**config.mk**
```make
export PLATFORM = sky130hd
export DESIGN_NAME = core_ctrl
export DESIGN_NICKNAME = d
export VERILOG_FILES = /design/src/hdl/isa_pkg.sv /design/src/hdl/uarch_pkg.sv /design/src/hdl/core_ctrl.sv
export SDC_FILE = /design/constraint.sdc
export NUM_CORES = 1
export LEC_CHECK = 0
export ABC_AREA = 1
export BUFFER_PORTS_ARGS = -buffer_cell sky130_fd_sc_hd__buf_2
export CELL_PAD_IN_SITES_DETAIL_PLACEMENT = 1
export CELL_PAD_IN_SITES_GLOBAL_PLACEMENT = 2
export CORE_UTILIZATION = 22
export CTS_BUF_LIST = sky130_fd_sc_hd__clkbuf_8 sky130_fd_sc_hd__clkbuf_16
export CTS_CLUSTER_SIZE = 20
export DETAILED_ROUTE_END_ITERATION = 12
export HOLD_SLACK_MARGIN = 0.08
export PLACE_DENSITY_LB_ADDON = 0.1
export SLEW_MARGIN = 20
export SYNTH_ARGS = -nofsm -noshare
export SYNTH_HDL_FRONTEND = slang
export SYNTH_SLANG_ARGS = --single-unit
export TNS_END_PERCENT = 1
```
**constraint.sdc**
```tcl
create_clock -name clk -period 4.5 [get_ports clk]
set_input_delay 0.225 -clock clk [delete_from_list [all_inputs] [get_ports clk]]
set_output_delay 0.225 -clock clk [all_outputs]
set_load 0.05 [all_outputs]
```
**src/hdl/isa_pkg.sv**
```systemverilog
package isa_pkg;

    localparam int xlen = 32;

    // major opcodes, instr[6:0]
    typedef enum logic [6:0] {
        opc_lui    = 7'b0110111,
        opc_auipc  = 7'b0010111,
        opc_jal    = 7'b1101111,
        opc_jalr   = 7'b1100111,
        opc_branch = 7'b1100011,
        opc_load   = 7'b0000011,
        opc_store  = 7'b0100011,
        opc_op_imm = 7'b0010011,
        opc_op     = 7'b0110011,
        opc_system = 7'b1110011
    } opcode_e;

    // branch compares
    localparam logic [2:0] f3_beq  = 3'b000;
    localparam logic [2:0] f3_bne  = 3'b001;
    localparam logic [2:0] f3_blt  = 3'b100;
    localparam logic [2:0] f3_bge  = 3'b101;
    localparam logic [2:0] f3_bltu = 3'b110;
    localparam logic [2:0] f3_bgeu = 3'b111;

    // load widths
    localparam logic [2:0] f3_lb  = 3'b000;
    localparam logic [2:0] f3_lh  = 3'b001;
    localparam logic [2:0] f3_lw  = 3'b010;
    localparam logic [2:0] f3_lbu = 3'b100;
    localparam logic [2:0] f3_lhu = 3'b101;

    // store widths
    localparam logic [2:0] f3_sb = 3'b000;
    localparam logic [2:0] f3_sh = 3'b001;
    localparam logic [2:0] f3_sw = 3'b010;

    // integer ops, shared by OP and OP-IMM
    localparam logic [2:0] f3_add  = 3'b000;
    localparam logic [2:0] f3_sll  = 3'b001;
    localparam logic [2:0] f3_slt  = 3'b010;
    localparam logic [2:0] f3_sltu = 3'b011;
    localparam logic [2:0] f3_xor  = 3'b100;
    localparam logic [2:0] f3_sr   = 3'b101;  // srl / sra by funct7
    localparam logic [2:0] f3_or   = 3'b110;
    localparam logic [2:0] f3_and  = 3'b111;

    localparam logic [6:0] f7_base = 7'b0000000;
    localparam logic [6:0] f7_alt  = 7'b0100000;  // sub, sra

    localparam logic [xlen-1:0] ebreak_word = 32'h0010_0073;

endpackage

```
**src/hdl/uarch_pkg.sv**
```systemverilog
package uarch_pkg;

    typedef enum logic [3:0] {
        alu_add,
        alu_sub,
        alu_sll,
        alu_slt,
        alu_sltu,
        alu_xor,
        alu_srl,
        alu_sra,
        alu_or,
        alu_and,
        alu_pass_b
    } alu_op_e;

    typedef enum logic [1:0] {wb_alu, wb_load, wb_pc4} wb_sel_e;

    typedef enum logic [1:0] {pc_plus4, pc_branch, pc_jalr} pc_sel_e;

    typedef enum logic [1:0] {st_idle, st_running, st_halted} ctrl_state_e;

    localparam int mem_words  = 1024;
    localparam int mem_addr_w = 10;  // log2 of mem_words

    localparam logic [31:0] reset_pc = 32'h0000_0000;

endpackage

```
**src/hdl/core_ctrl.sv**
```systemverilog
module core_ctrl (
    input  logic                     clk,
    input  logic                     rst_n,
    input  logic                     run,
    input  logic [isa_pkg::xlen-1:0] instr,
    input  logic [isa_pkg::xlen-1:0] pc,
    input  logic                     branch_taken,
    input  logic [isa_pkg::xlen-1:0] rf_x10,
    input  logic [isa_pkg::xlen-1:0] rs1_data,
    input  logic [isa_pkg::xlen-1:0] rs2_data,
    input  logic [isa_pkg::xlen-1:0] alu_result,
    input  logic [isa_pkg::xlen-1:0] load_data,
    output logic [4:0]               rs1,
    output logic [4:0]               rs2,
    output logic [4:0]               rd,
    output logic [isa_pkg::xlen-1:0] alu_a,
    output logic [isa_pkg::xlen-1:0] alu_b,
    output uarch_pkg::alu_op_e       alu_op,
    output logic [isa_pkg::xlen-1:0] rd_wdata,
    output logic                     reg_we,
    output logic                     mem_re,
    output logic                     mem_we,
    output logic [2:0]               mem_funct3,
    output uarch_pkg::pc_sel_e       pc_sel,
    output logic [isa_pkg::xlen-1:0] branch_target,
    output logic                     advance,
    output logic                     halted,
    output logic                     illegal,
    output logic [isa_pkg::xlen-1:0] exit_code,
    output logic [isa_pkg::xlen-1:0] halt_pc
);
    import isa_pkg::*;
    import uarch_pkg::*;

    opcode_e         opcode;
    logic [2:0]      funct3;
    logic [6:0]      funct7;
    logic [xlen-1:0] imm_i, imm_s, imm_b, imm_u, imm_j;
    logic [xlen-1:0] imm;
    alu_op_e         arith_op;
    logic            alu_src_imm;
    logic            alu_src_pc;
    wb_sel_e         wb_sel;
    pc_sel_e         dec_pc_sel;
    logic            dec_reg_we, dec_mem_we, dec_mem_re;
    logic            is_branch, is_ebreak, legal;
    ctrl_state_e     state_q;
    logic            running, halt_now;

    assign opcode     = opcode_e'(instr[6:0]);
    assign funct3     = instr[14:12];
    assign funct7     = instr[31:25];
    assign rs1        = instr[19:15];
    assign rs2        = instr[24:20];
    assign rd         = instr[11:7];
    assign mem_funct3 = funct3;

    assign imm_i = {{20{instr[31]}}, instr[31:20]};
    assign imm_s = {{20{instr[31]}}, instr[31:25], instr[11:7]};
    assign imm_b = {{19{instr[31]}}, instr[31], instr[7], instr[30:25], instr[11:8], 1'b0};
    assign imm_u = {instr[31:12], 12'b0};
    assign imm_j = {{11{instr[31]}}, instr[31], instr[19:12], instr[20], instr[30:21], 1'b0};

    // sub only for register form
    always_comb begin
        case (funct3)
            f3_add:  arith_op = (opcode == opc_op && instr[30]) ? alu_sub : alu_add;
            f3_sll:  arith_op = alu_sll;
            f3_slt:  arith_op = alu_slt;
            f3_sltu: arith_op = alu_sltu;
            f3_xor:  arith_op = alu_xor;
            f3_sr:   arith_op = instr[30] ? alu_sra : alu_srl;
            f3_or:   arith_op = alu_or;
            default: arith_op = alu_and;
        endcase
    end

    // ****************************************
    // decode
    // ****************************************
    always_comb begin
        imm         = imm_i;
        alu_op      = alu_add;
        alu_src_imm = 1'b1;
        alu_src_pc  = 1'b0;
        wb_sel      = wb_alu;
        dec_pc_sel  = pc_plus4;
        dec_reg_we  = 1'b0;
        dec_mem_we  = 1'b0;
        dec_mem_re  = 1'b0;
        is_branch   = 1'b0;
        is_ebreak   = 1'b0;
        legal       = 1'b1;
        case (opcode)
            opc_lui: begin
                imm        = imm_u;
                alu_op     = alu_pass_b;
                dec_reg_we = 1'b1;
            end
            opc_auipc: begin
                imm        = imm_u;
                alu_src_pc = 1'b1;
                dec_reg_we = 1'b1;
            end
            opc_jal: begin
                imm        = imm_j;
                wb_sel     = wb_pc4;
                dec_pc_sel = pc_branch;  // pc + imm
                dec_reg_we = 1'b1;
            end
            opc_jalr: begin
                wb_sel     = wb_pc4;
                dec_pc_sel = pc_jalr;
                dec_reg_we = 1'b1;
                legal      = (funct3 == 3'b000);
            end
            opc_branch: begin
                imm         = imm_b;
                alu_src_imm = 1'b0;  // alu compares rs1 / rs2
                is_branch   = 1'b1;
                legal       = (funct3[2:1] != 2'b01);
            end
            opc_load: begin
                wb_sel     = wb_load;
                dec_reg_we = 1'b1;
                dec_mem_re = 1'b1;
                legal      = funct3 inside {f3_lb, f3_lh, f3_lw, f3_lbu, f3_lhu};
            end
            opc_store: begin
                imm        = imm_s;
                dec_mem_we = 1'b1;
                legal      = funct3 inside {f3_sb, f3_sh, f3_sw};
            end
            opc_op_imm: begin
                alu_op     = arith_op;
                dec_reg_we = 1'b1;
                if (funct3 == f3_sll)
                    legal = (funct7 == f7_base);
                else if (funct3 == f3_sr)
                    legal = (funct7 == f7_base) || (funct7 == f7_alt);
            end
            opc_op: begin
                alu_op      = arith_op;
                alu_src_imm = 1'b0;
                dec_reg_we  = 1'b1;
                legal       = (funct7 == f7_base) ||
                              (funct7 == f7_alt && (funct3 == f3_add || funct3 == f3_sr));
            end
            opc_system: begin
                legal     = (instr == ebreak_word);  // no ecall or csr
                is_ebreak = legal;
            end
            default: legal = 1'b0;
        endcase
    end

    // ****************************************
    // datapath selects
    // ****************************************
    assign alu_a         = alu_src_pc ? pc : rs1_data;
    assign alu_b         = alu_src_imm ? imm : rs2_data;
    assign branch_target = pc + imm;
    assign pc_sel        = (is_branch && branch_taken) ? pc_branch : dec_pc_sel;

    always_comb begin
        case (wb_sel)
            wb_load: rd_wdata = load_data;
            wb_pc4:  rd_wdata = pc + 32'd4;
            default: rd_wdata = alu_result;
        endcase
    end

    // ****************************************
    // run / halt
    // ****************************************
    assign running  = (state_q == st_running);
    assign halted   = (state_q == st_halted);
    assign halt_now = running && (is_ebreak || !legal);
    assign advance  = running && !halt_now;  // pc parks on the halting word
    assign reg_we   = running && legal && dec_reg_we;
    assign mem_we   = running && legal && dec_mem_we;
    assign mem_re   = running && legal && dec_mem_re;

    always_ff @(posedge clk or negedge rst_n) begin
        if (!rst_n) begin
            state_q   <= st_idle;
            illegal   <= 1'b0;
            exit_code <= '0;
            halt_pc   <= '0;
        end else begin
            case (state_q)
                st_idle: if (run) state_q <= st_running;
                st_running: begin
                    if (halt_now) begin
                        state_q   <= st_halted;
                        illegal   <= !legal;
                        exit_code <= rf_x10;
                        halt_pc   <= pc;
                    end
                end
                default: state_q <= st_halted;  // sticky until reset
            endcase
        end
    end

    // fetch holds the halting word
    a_pc_parked: assert property (@(posedge clk) disable iff (!rst_n)
        halted |-> pc == halt_pc);

endmodule

```
==> impl_metrics.tcl, run 1 <==
set metrics [dict create \
    maxSlewHeadroom 0.2994 \
    layout-drive-gt1-share 0.2869 \
    skew_ns 0.005868 \
    grt_overflow 0 \
    fin_crit_ns 4.071 \
    slowest_delay_ns 0.81 \
    yosys_warnings 0 \
    p_per_area_mw_per_mm2 248.3 \
    final_area_sq_mm 0.01054 \
    worst_pin_slew_ns 1.051 \
    p_leak_nw 6.088 \
    area_delta_synth_final_pct 36.85 \
    postCtsSetupRepairBufs 0 \
    netlist_instances 1339 \
    gp_congestion 0.8782 \
    ant_nets 0 \
    seq_power_share 0.230 \
    clk_pin_slew_ns 0.06 \
    end_kind "output pin" \
    layout_commonest_cell "buf_2" \
    crit_arrival_ns 3.85 \
    grt_pass1_vias 10720 \
    antenna_cells 0 \
    via_per_inst 4.781 \
    num_rows 68 \
    layout_common_cells "buf_2, nand2_1, nor2_1, nand3_1, a21oi_1" \
    grt_max_degree 68 \
    gr-usage-all-layers 0.2482 \
    crit_fanout 11 \
    status "complete, no violations" \
    clockBufferDepth 2 \
    die_h_um 189.1 \
    p_total_mw 2.618 \
    cts_tree "yes" \
    min_path_type "in2reg" \
    finalCritPeriodShare 0.9047 \
    avgRoutedWirePerCell_um 20.61 \
    crit_buf_inv 4 \
    boundaryPins 450 \
    insertion_delay_ns 0.33 \
    crit_chain "buf_2 > inv_2 > nand2_1 > nor2_4 > nand3_1 > a21oi_1 > o31ai_1 > inv_1 > ha_1 > nand2_1 > nor2_1 > nand4_1 > or2_2 > nand3_1 > nand2_1 > nand2_1 > buf_2" \
    hold_viol_final 0 \
    clkPwrFrac 0.270 \
    slowest_stage "a21oi_1" \
    die_w_um 189.1 \
    p_sw_frac 0.4856 \
    cts.sinks 67 \
    dpl.cell_count 2188 \
    die-area_sq_mm 0.03577 \
    crit_path_start_kind "input port" \
    power_switching_mw 1.271 \
    cellInternalPower_mw 1.347 \
    rsz0062_at_grt "false" \
    tns_ns 0 \
    stdcell_count 2205 \
    ys_types 38 \
    root_buffer "clkbuf_16" \
    core_sq_mm 0.03446 \
    rrSetupSlack_ns 2.50 \
    p_comb_frac 0.500 \
    drt-total-wl_um 45440 \
    worstSetupPathType "in2out" \
    antenna_found_initial 1 \
    synth-edff-count 0 \
    yosysSeqAreaShare 0.2176 \
    synthArstFlopShare 1.000 \
    synth_nets 1602 \
    slew_viol_final 0 \
    drc 0 \
    dpl_cell_area_sq_mm 0.01024 \
    syn-cell-area_sq_mm 0.007704 \
    port_buffers 449 \
    setup_viol 0 \
    dp_hpwl_um 38350 \
    synth_seq_cells 67 \
    cp.required_ns 4.28 \
    fin_nets 2008 \
    detail_route.iter0.violations 568 \
    cp_common_cell "nand2_1" \
    ys.flop_type "dfrtp_1" \
    drv_cap 0 \
    max_freq_ghz 0.2456 \
    htree_num_levels 3 \
    start_util 0.2236 \
    drt_first_pass_iters 5 \
    cts_buffers 9 \
    peakVddDrop_uv 162.9 \
    crit_family "simple AND/OR/NAND/NOR gates" \
    vias 10540 \
    synth_area_per_cell_sq_um 5.753 \
    grt_first_pass_wirelength_um 66670 \
]
## tightest hold or removal path, cell delays in order
cell     delay [ns]
buf_2          0.07
nand2_1        0.04
o21ai_0        0.06
## worst paths after layout
path                       cells past startpoint       start           endpoint
setup / recovery                              17    instr[3]  branch_target[25]
hold reg to reg                                2     illegal            illegal
hold / removal                                 3         run         state_q[0]
max in group asynchronous                      2       rst_n      exit_code[25]
setup reg to reg                               5  state_q[1]         state_q[1]
min in group asynchronous                      2       rst_n        halt_pc[29]
## per-stage QoR
stage / hold WS [ns] / utilization / setup slack (ns)
3_3_place_gp: 0.4143 / 0.2971 / 0.4606
5_1_grt: 0.1095 / 0.3060 / 0.07764
2_1_floorplan: -0.07059 / - / 1.042
6_report: 0.1048 / 0.3060 / 0.4288
4_1_cts: 0.09849 / 0.3060 / 0.4395
3_5_place_dp: 0.4201 / 0.2971 / 0.4493
## Yosys cell counts (2+ instances only)
| cell type | count | share of area |
|---|---|---|
| nand2_1 | 446 | 0.22 |
| nor2_1 | 145 | 0.071 |
| nand3_1 | 125 | 0.081 |
| a21oi_1 | 124 | 0.081 |
| inv_1 | 117 | 0.057 |
| o21ai_0 | 72 | 0.047 |
| dfrtp_1 | 67 | 0.22 |
| ha_1 | 34 | 0.055 |
| nor3_1 | 32 | 0.021 |
| clkbuf_1 | 29 | 0.014 |
| buf_4 | 26 | 0.025 |
| xor2_1 | 19 | 0.022 |
| o21ai_1 | 18 | 0.012 |
| nand4_1 | 11 | 0.0089 |
| o31ai_1 | 11 | 0.011 |
| a21o_1 | 6 | 0.0058 |
| buf_6 | 6 | 0.0088 |
| inv_2 | 6 | 0.0029 |
| o22ai_1 | 5 | 0.0041 |
| buf_1 | 4 | 0.0019 |
| buf_2 | 4 | 0.0026 |
| o21bai_1 | 4 | 0.0039 |
| nand2_2 | 3 | 0.0024 |
| nor2_2 | 3 | 0.0024 |
| nor2_4 | 3 | 0.0044 |
| or2_2 | 3 | 0.0024 |
| xnor2_1 | 3 | 0.0034 |
| a21boi_0 | 2 | 0.0019 |
| nand3_2 | 2 | 0.0026 |
## logic make-up after synthesis
| logic type | count (synthesis) | synth area share |
|---|---|---|
| compound gates | 245 | 0.1691 |
| xor+xnor | 22 | 0.02501 |
| fa+ha+maj | 35 | 0.05782 |
| buf+inv | 193 | 0.1132 |
| flops | 67 | 0.2176 |
| simple gates | 777 | 0.4173 |
## area by class of cell
class / instances / area [sq um]
Clock buffer: 9 / 225.2
Timing Repair Buffer: 464 / 2365
Inverter: 124 / 465.4
Multi-Input combinational cell: 1079 / 5172
Clock inverter: 7 / 68.82
Sequential cell: 67 / 1677
Fill cell: 4691 / 23920
Tap cell: 455 / 569.3
## power groups by stage
stage	registers (mW)	clock network, mW	logic (mW)
after floorplan	0.614	0	0.862
after global placement	0.613	0	1.31
after detailed placement	0.613	0	1.31
after CTS	0.602	0.723	1.31
after global routing	0.602	0.743	1.40
final	0.603	0.706	1.31
## state kept, by name (all words and copies together), names as in the netlist
signal,flops
illegal,1
exit_code,32
halt_pc,32
state_q,2
## layer usage
| layer | vias to the layer above | part of all wire | GRT usage |
|---|---|---|---|
| met1 | 4944 | 0.43 | 0.3078 |
| met4 | 2 | 0.026 | 0.07320 |
| met3 | 53 | 0.063 | 0.03800 |
| met5 | - | 0.00026 | 0 |
| met2 | 381 | 0.48 | 0.4399 |
| li1 | 5163 | - | - |
## what timing repair did
item	CTS	global route
hold buffers	1	0
resized for setup	0	0
endpoints found under the hold margin	39	0
Power figures use the tool's default switching activity.
==> run 2: changes to the inputs <==
- PLACE_DENSITY_LB_ADDON: 0.1 -> 0.3
==> run 2 against run 1 <==
Flip-flop and latch count is the same. Clock power down 3.5%. Register-to-register slack improved by 0.14 ns. Die area unchanged. Power is 0.67% lower. Largest cell class unchanged. Critical endpoint is now branch_target[22]. Largest power group unchanged. Sequential share of layout area is essentially flat.
==> impl_metrics.tcl, run 2 (synthesis results as in run 1) <==
set metrics [dict create \
    reg_top3 "exit_code (32), halt_pc (32), state_q (2)" \
    clockBufferDepth 2 \
    p_leak_nw 6.090 \
    slew_viol_final 0 \
    via_per_inst 4.824 \
    grt_pass1_vias 10930 \
    drv_cap 0 \
    crit_path_start_kind "input port" \
    crit_arrival_ns 3.95 \
    rsz0062_at_grt "false" \
    min_path_type "in2reg" \
    layout-drive-gt1-share 0.2860 \
    cts_buffers 9 \
    drt-total-wl_um 45170 \
    final_util 0.3058 \
    boundaryPins 450 \
    drt_first_pass_iters 5 \
    htree_num_levels 3 \
    gr-usage-all-layers 0.2459 \
    tns_ns 0 \
    layout_common_cells "buf_2, nand2_1, nor2_1, nand3_1, a21oi_1" \
    end_kind "output pin" \
    insertion_delay_ns 0.33 \
    hold_viol_final 0 \
    worst_pin_slew_ns 0.9776 \
    cp_common_cell "nand2_1" \
    die_h_um 189.1 \
    cts_tree "yes" \
    fin_nets 2008 \
    vias 10630 \
    worstSetupPathType "in2out" \
    status "complete, no violations" \
    antenna_cells 0 \
    finalCritPeriodShare 0.9287 \
    avgRoutedWirePerCell_um 20.50 \
    peakVddDrop_uv 168.0 \
    antenna_found_initial 1 \
    crit_fanout 14 \
    grt_first_pass_wirelength_um 66140 \
    whs_ns 0.09757 \
    p_total_mw 2.600 \
    core_sq_mm 0.03446 \
    stdcell_count 2203 \
    grt_max_degree 68 \
    rrSetupSlack_ns 2.64 \
    layout_commonest_cell "buf_2" \
    skew_ns 0.009674 \
    setup_viol 0 \
    port_buffers 449 \
    cp.required_ns 4.28 \
    clk_pin_slew_ns 0.06 \
    area_delta_synth_final_pct 36.77 \
    root_buffer "clkbuf_16" \
    grt_overflow 0 \
    drc 0 \
    dpl.cell_count 2188 \
    slowest_stage "fa_1" \
    num_rows 68 \
    gp_congestion 0.9478 \
    cts.sinks 67 \
    slowest_delay_ns 0.40 \
    die_w_um 189.1 \
    dp_hpwl_um 38300 \
    detail_route.iter0.violations 522 \
    die-area_sq_mm 0.03577 \
    max_freq_ghz 0.2393 \
    start_util 0.2236 \
    crit_chain "buf_2 > nand2_1 > nor2_1 > nand2_2 > nand2_2 > nor2_4 > inv_2 > o22ai_1 > ha_1 > inv_1 > fa_1 > o21ai_0 > buf_4 > nand2_1 > nand2_1 > nand3_1 > nand2_1 > nand2_1 > nand2_1 > xor2_1 > buf_2" \
    p_per_area_mw_per_mm2 246.8 \
    fin_crit_ns 4.179 \
    maxSlewHeadroom 0.3473 \
    ant_nets 0 \
]
## run 2: final timing paths
| kind | startpoint | cells after the start | endpoint |
|---|---|---|---|
| setup / recovery | instr[1] | 21 | branch_target[22] |
| hold / removal | run | 3 | state_q[0] |
| setup reg to reg | state_q[1] | 5 | state_q[1] |
| hold reg to reg | exit_code[15] | 2 | exit_code[15] |
| max in group asynchronous | rst_n | 2 | halt_pc[6] |
| min in group asynchronous | rst_n | 2 | exit_code[5] |
## run 2: where the power goes
part | total (mW) | leakage [nW] | switching (mW) | internal (mW)
logic | 1.32 | 5.01 | 1.00 | 0.316
registers | 0.603 | 0.931 | 0 | 0.603
clock network | 0.681 | 0.145 | 0.248 | 0.433
total | 2.60 | 6.09 | 1.25 | 1.35
## run 2: worst max-delay path: cells and delay by family
kind            cells  cell delay, ns
simple gates       11            1.54
buf+inv             5            0.73
fa+ha+maj           2            0.66
compound gates      2            0.56
xor+xnor            1            0.21
## run 2: final cells by class
| type | instances | area, sq um |
|---|---|---|
| fillers | 4741 | 23920 |
| repair buffers | 464 | 2365 |
| clock buffers | 10 | 239.0 |
| flip-flops and latches | 67 | 1677 |
| well taps | 455 | 569.3 |
| multi-input cells | 1079 | 5177 |
| clock inverters | 4 | 43.79 |
| inverters | 124 | 465.4 |
## run 2: what timing repair did
| item | 4_1_cts | 5_1_grt |
|---|---|---|
| endpoints found under the hold margin | 67 | 0 |
| endpoints found under the setup margin | 0 | 4 |
| resized for setup | 0 | 1 |
| hold buffers | 1 | 0 |
| setup buffers | 0 | 0 |
## run 2: metal layers
metal,wire length [um],track usage
met5,14,0
met2,21720,0.4294
met3,2565,0.03485
met4,1191,0.07940
met1,19680,0.3091
## run 2: through the flow
stage | setup slack [ns] | cell area [sq um]
2_1_floorplan | 1.042 | 7704
3_3_place_gp | 0.1993 | 10240
3_5_place_dp | 0.1541 | 10240
4_1_cts | 0.1233 | 10530
5_1_grt | 0.08486 | 10540
6_report | 0.3208 | 10540
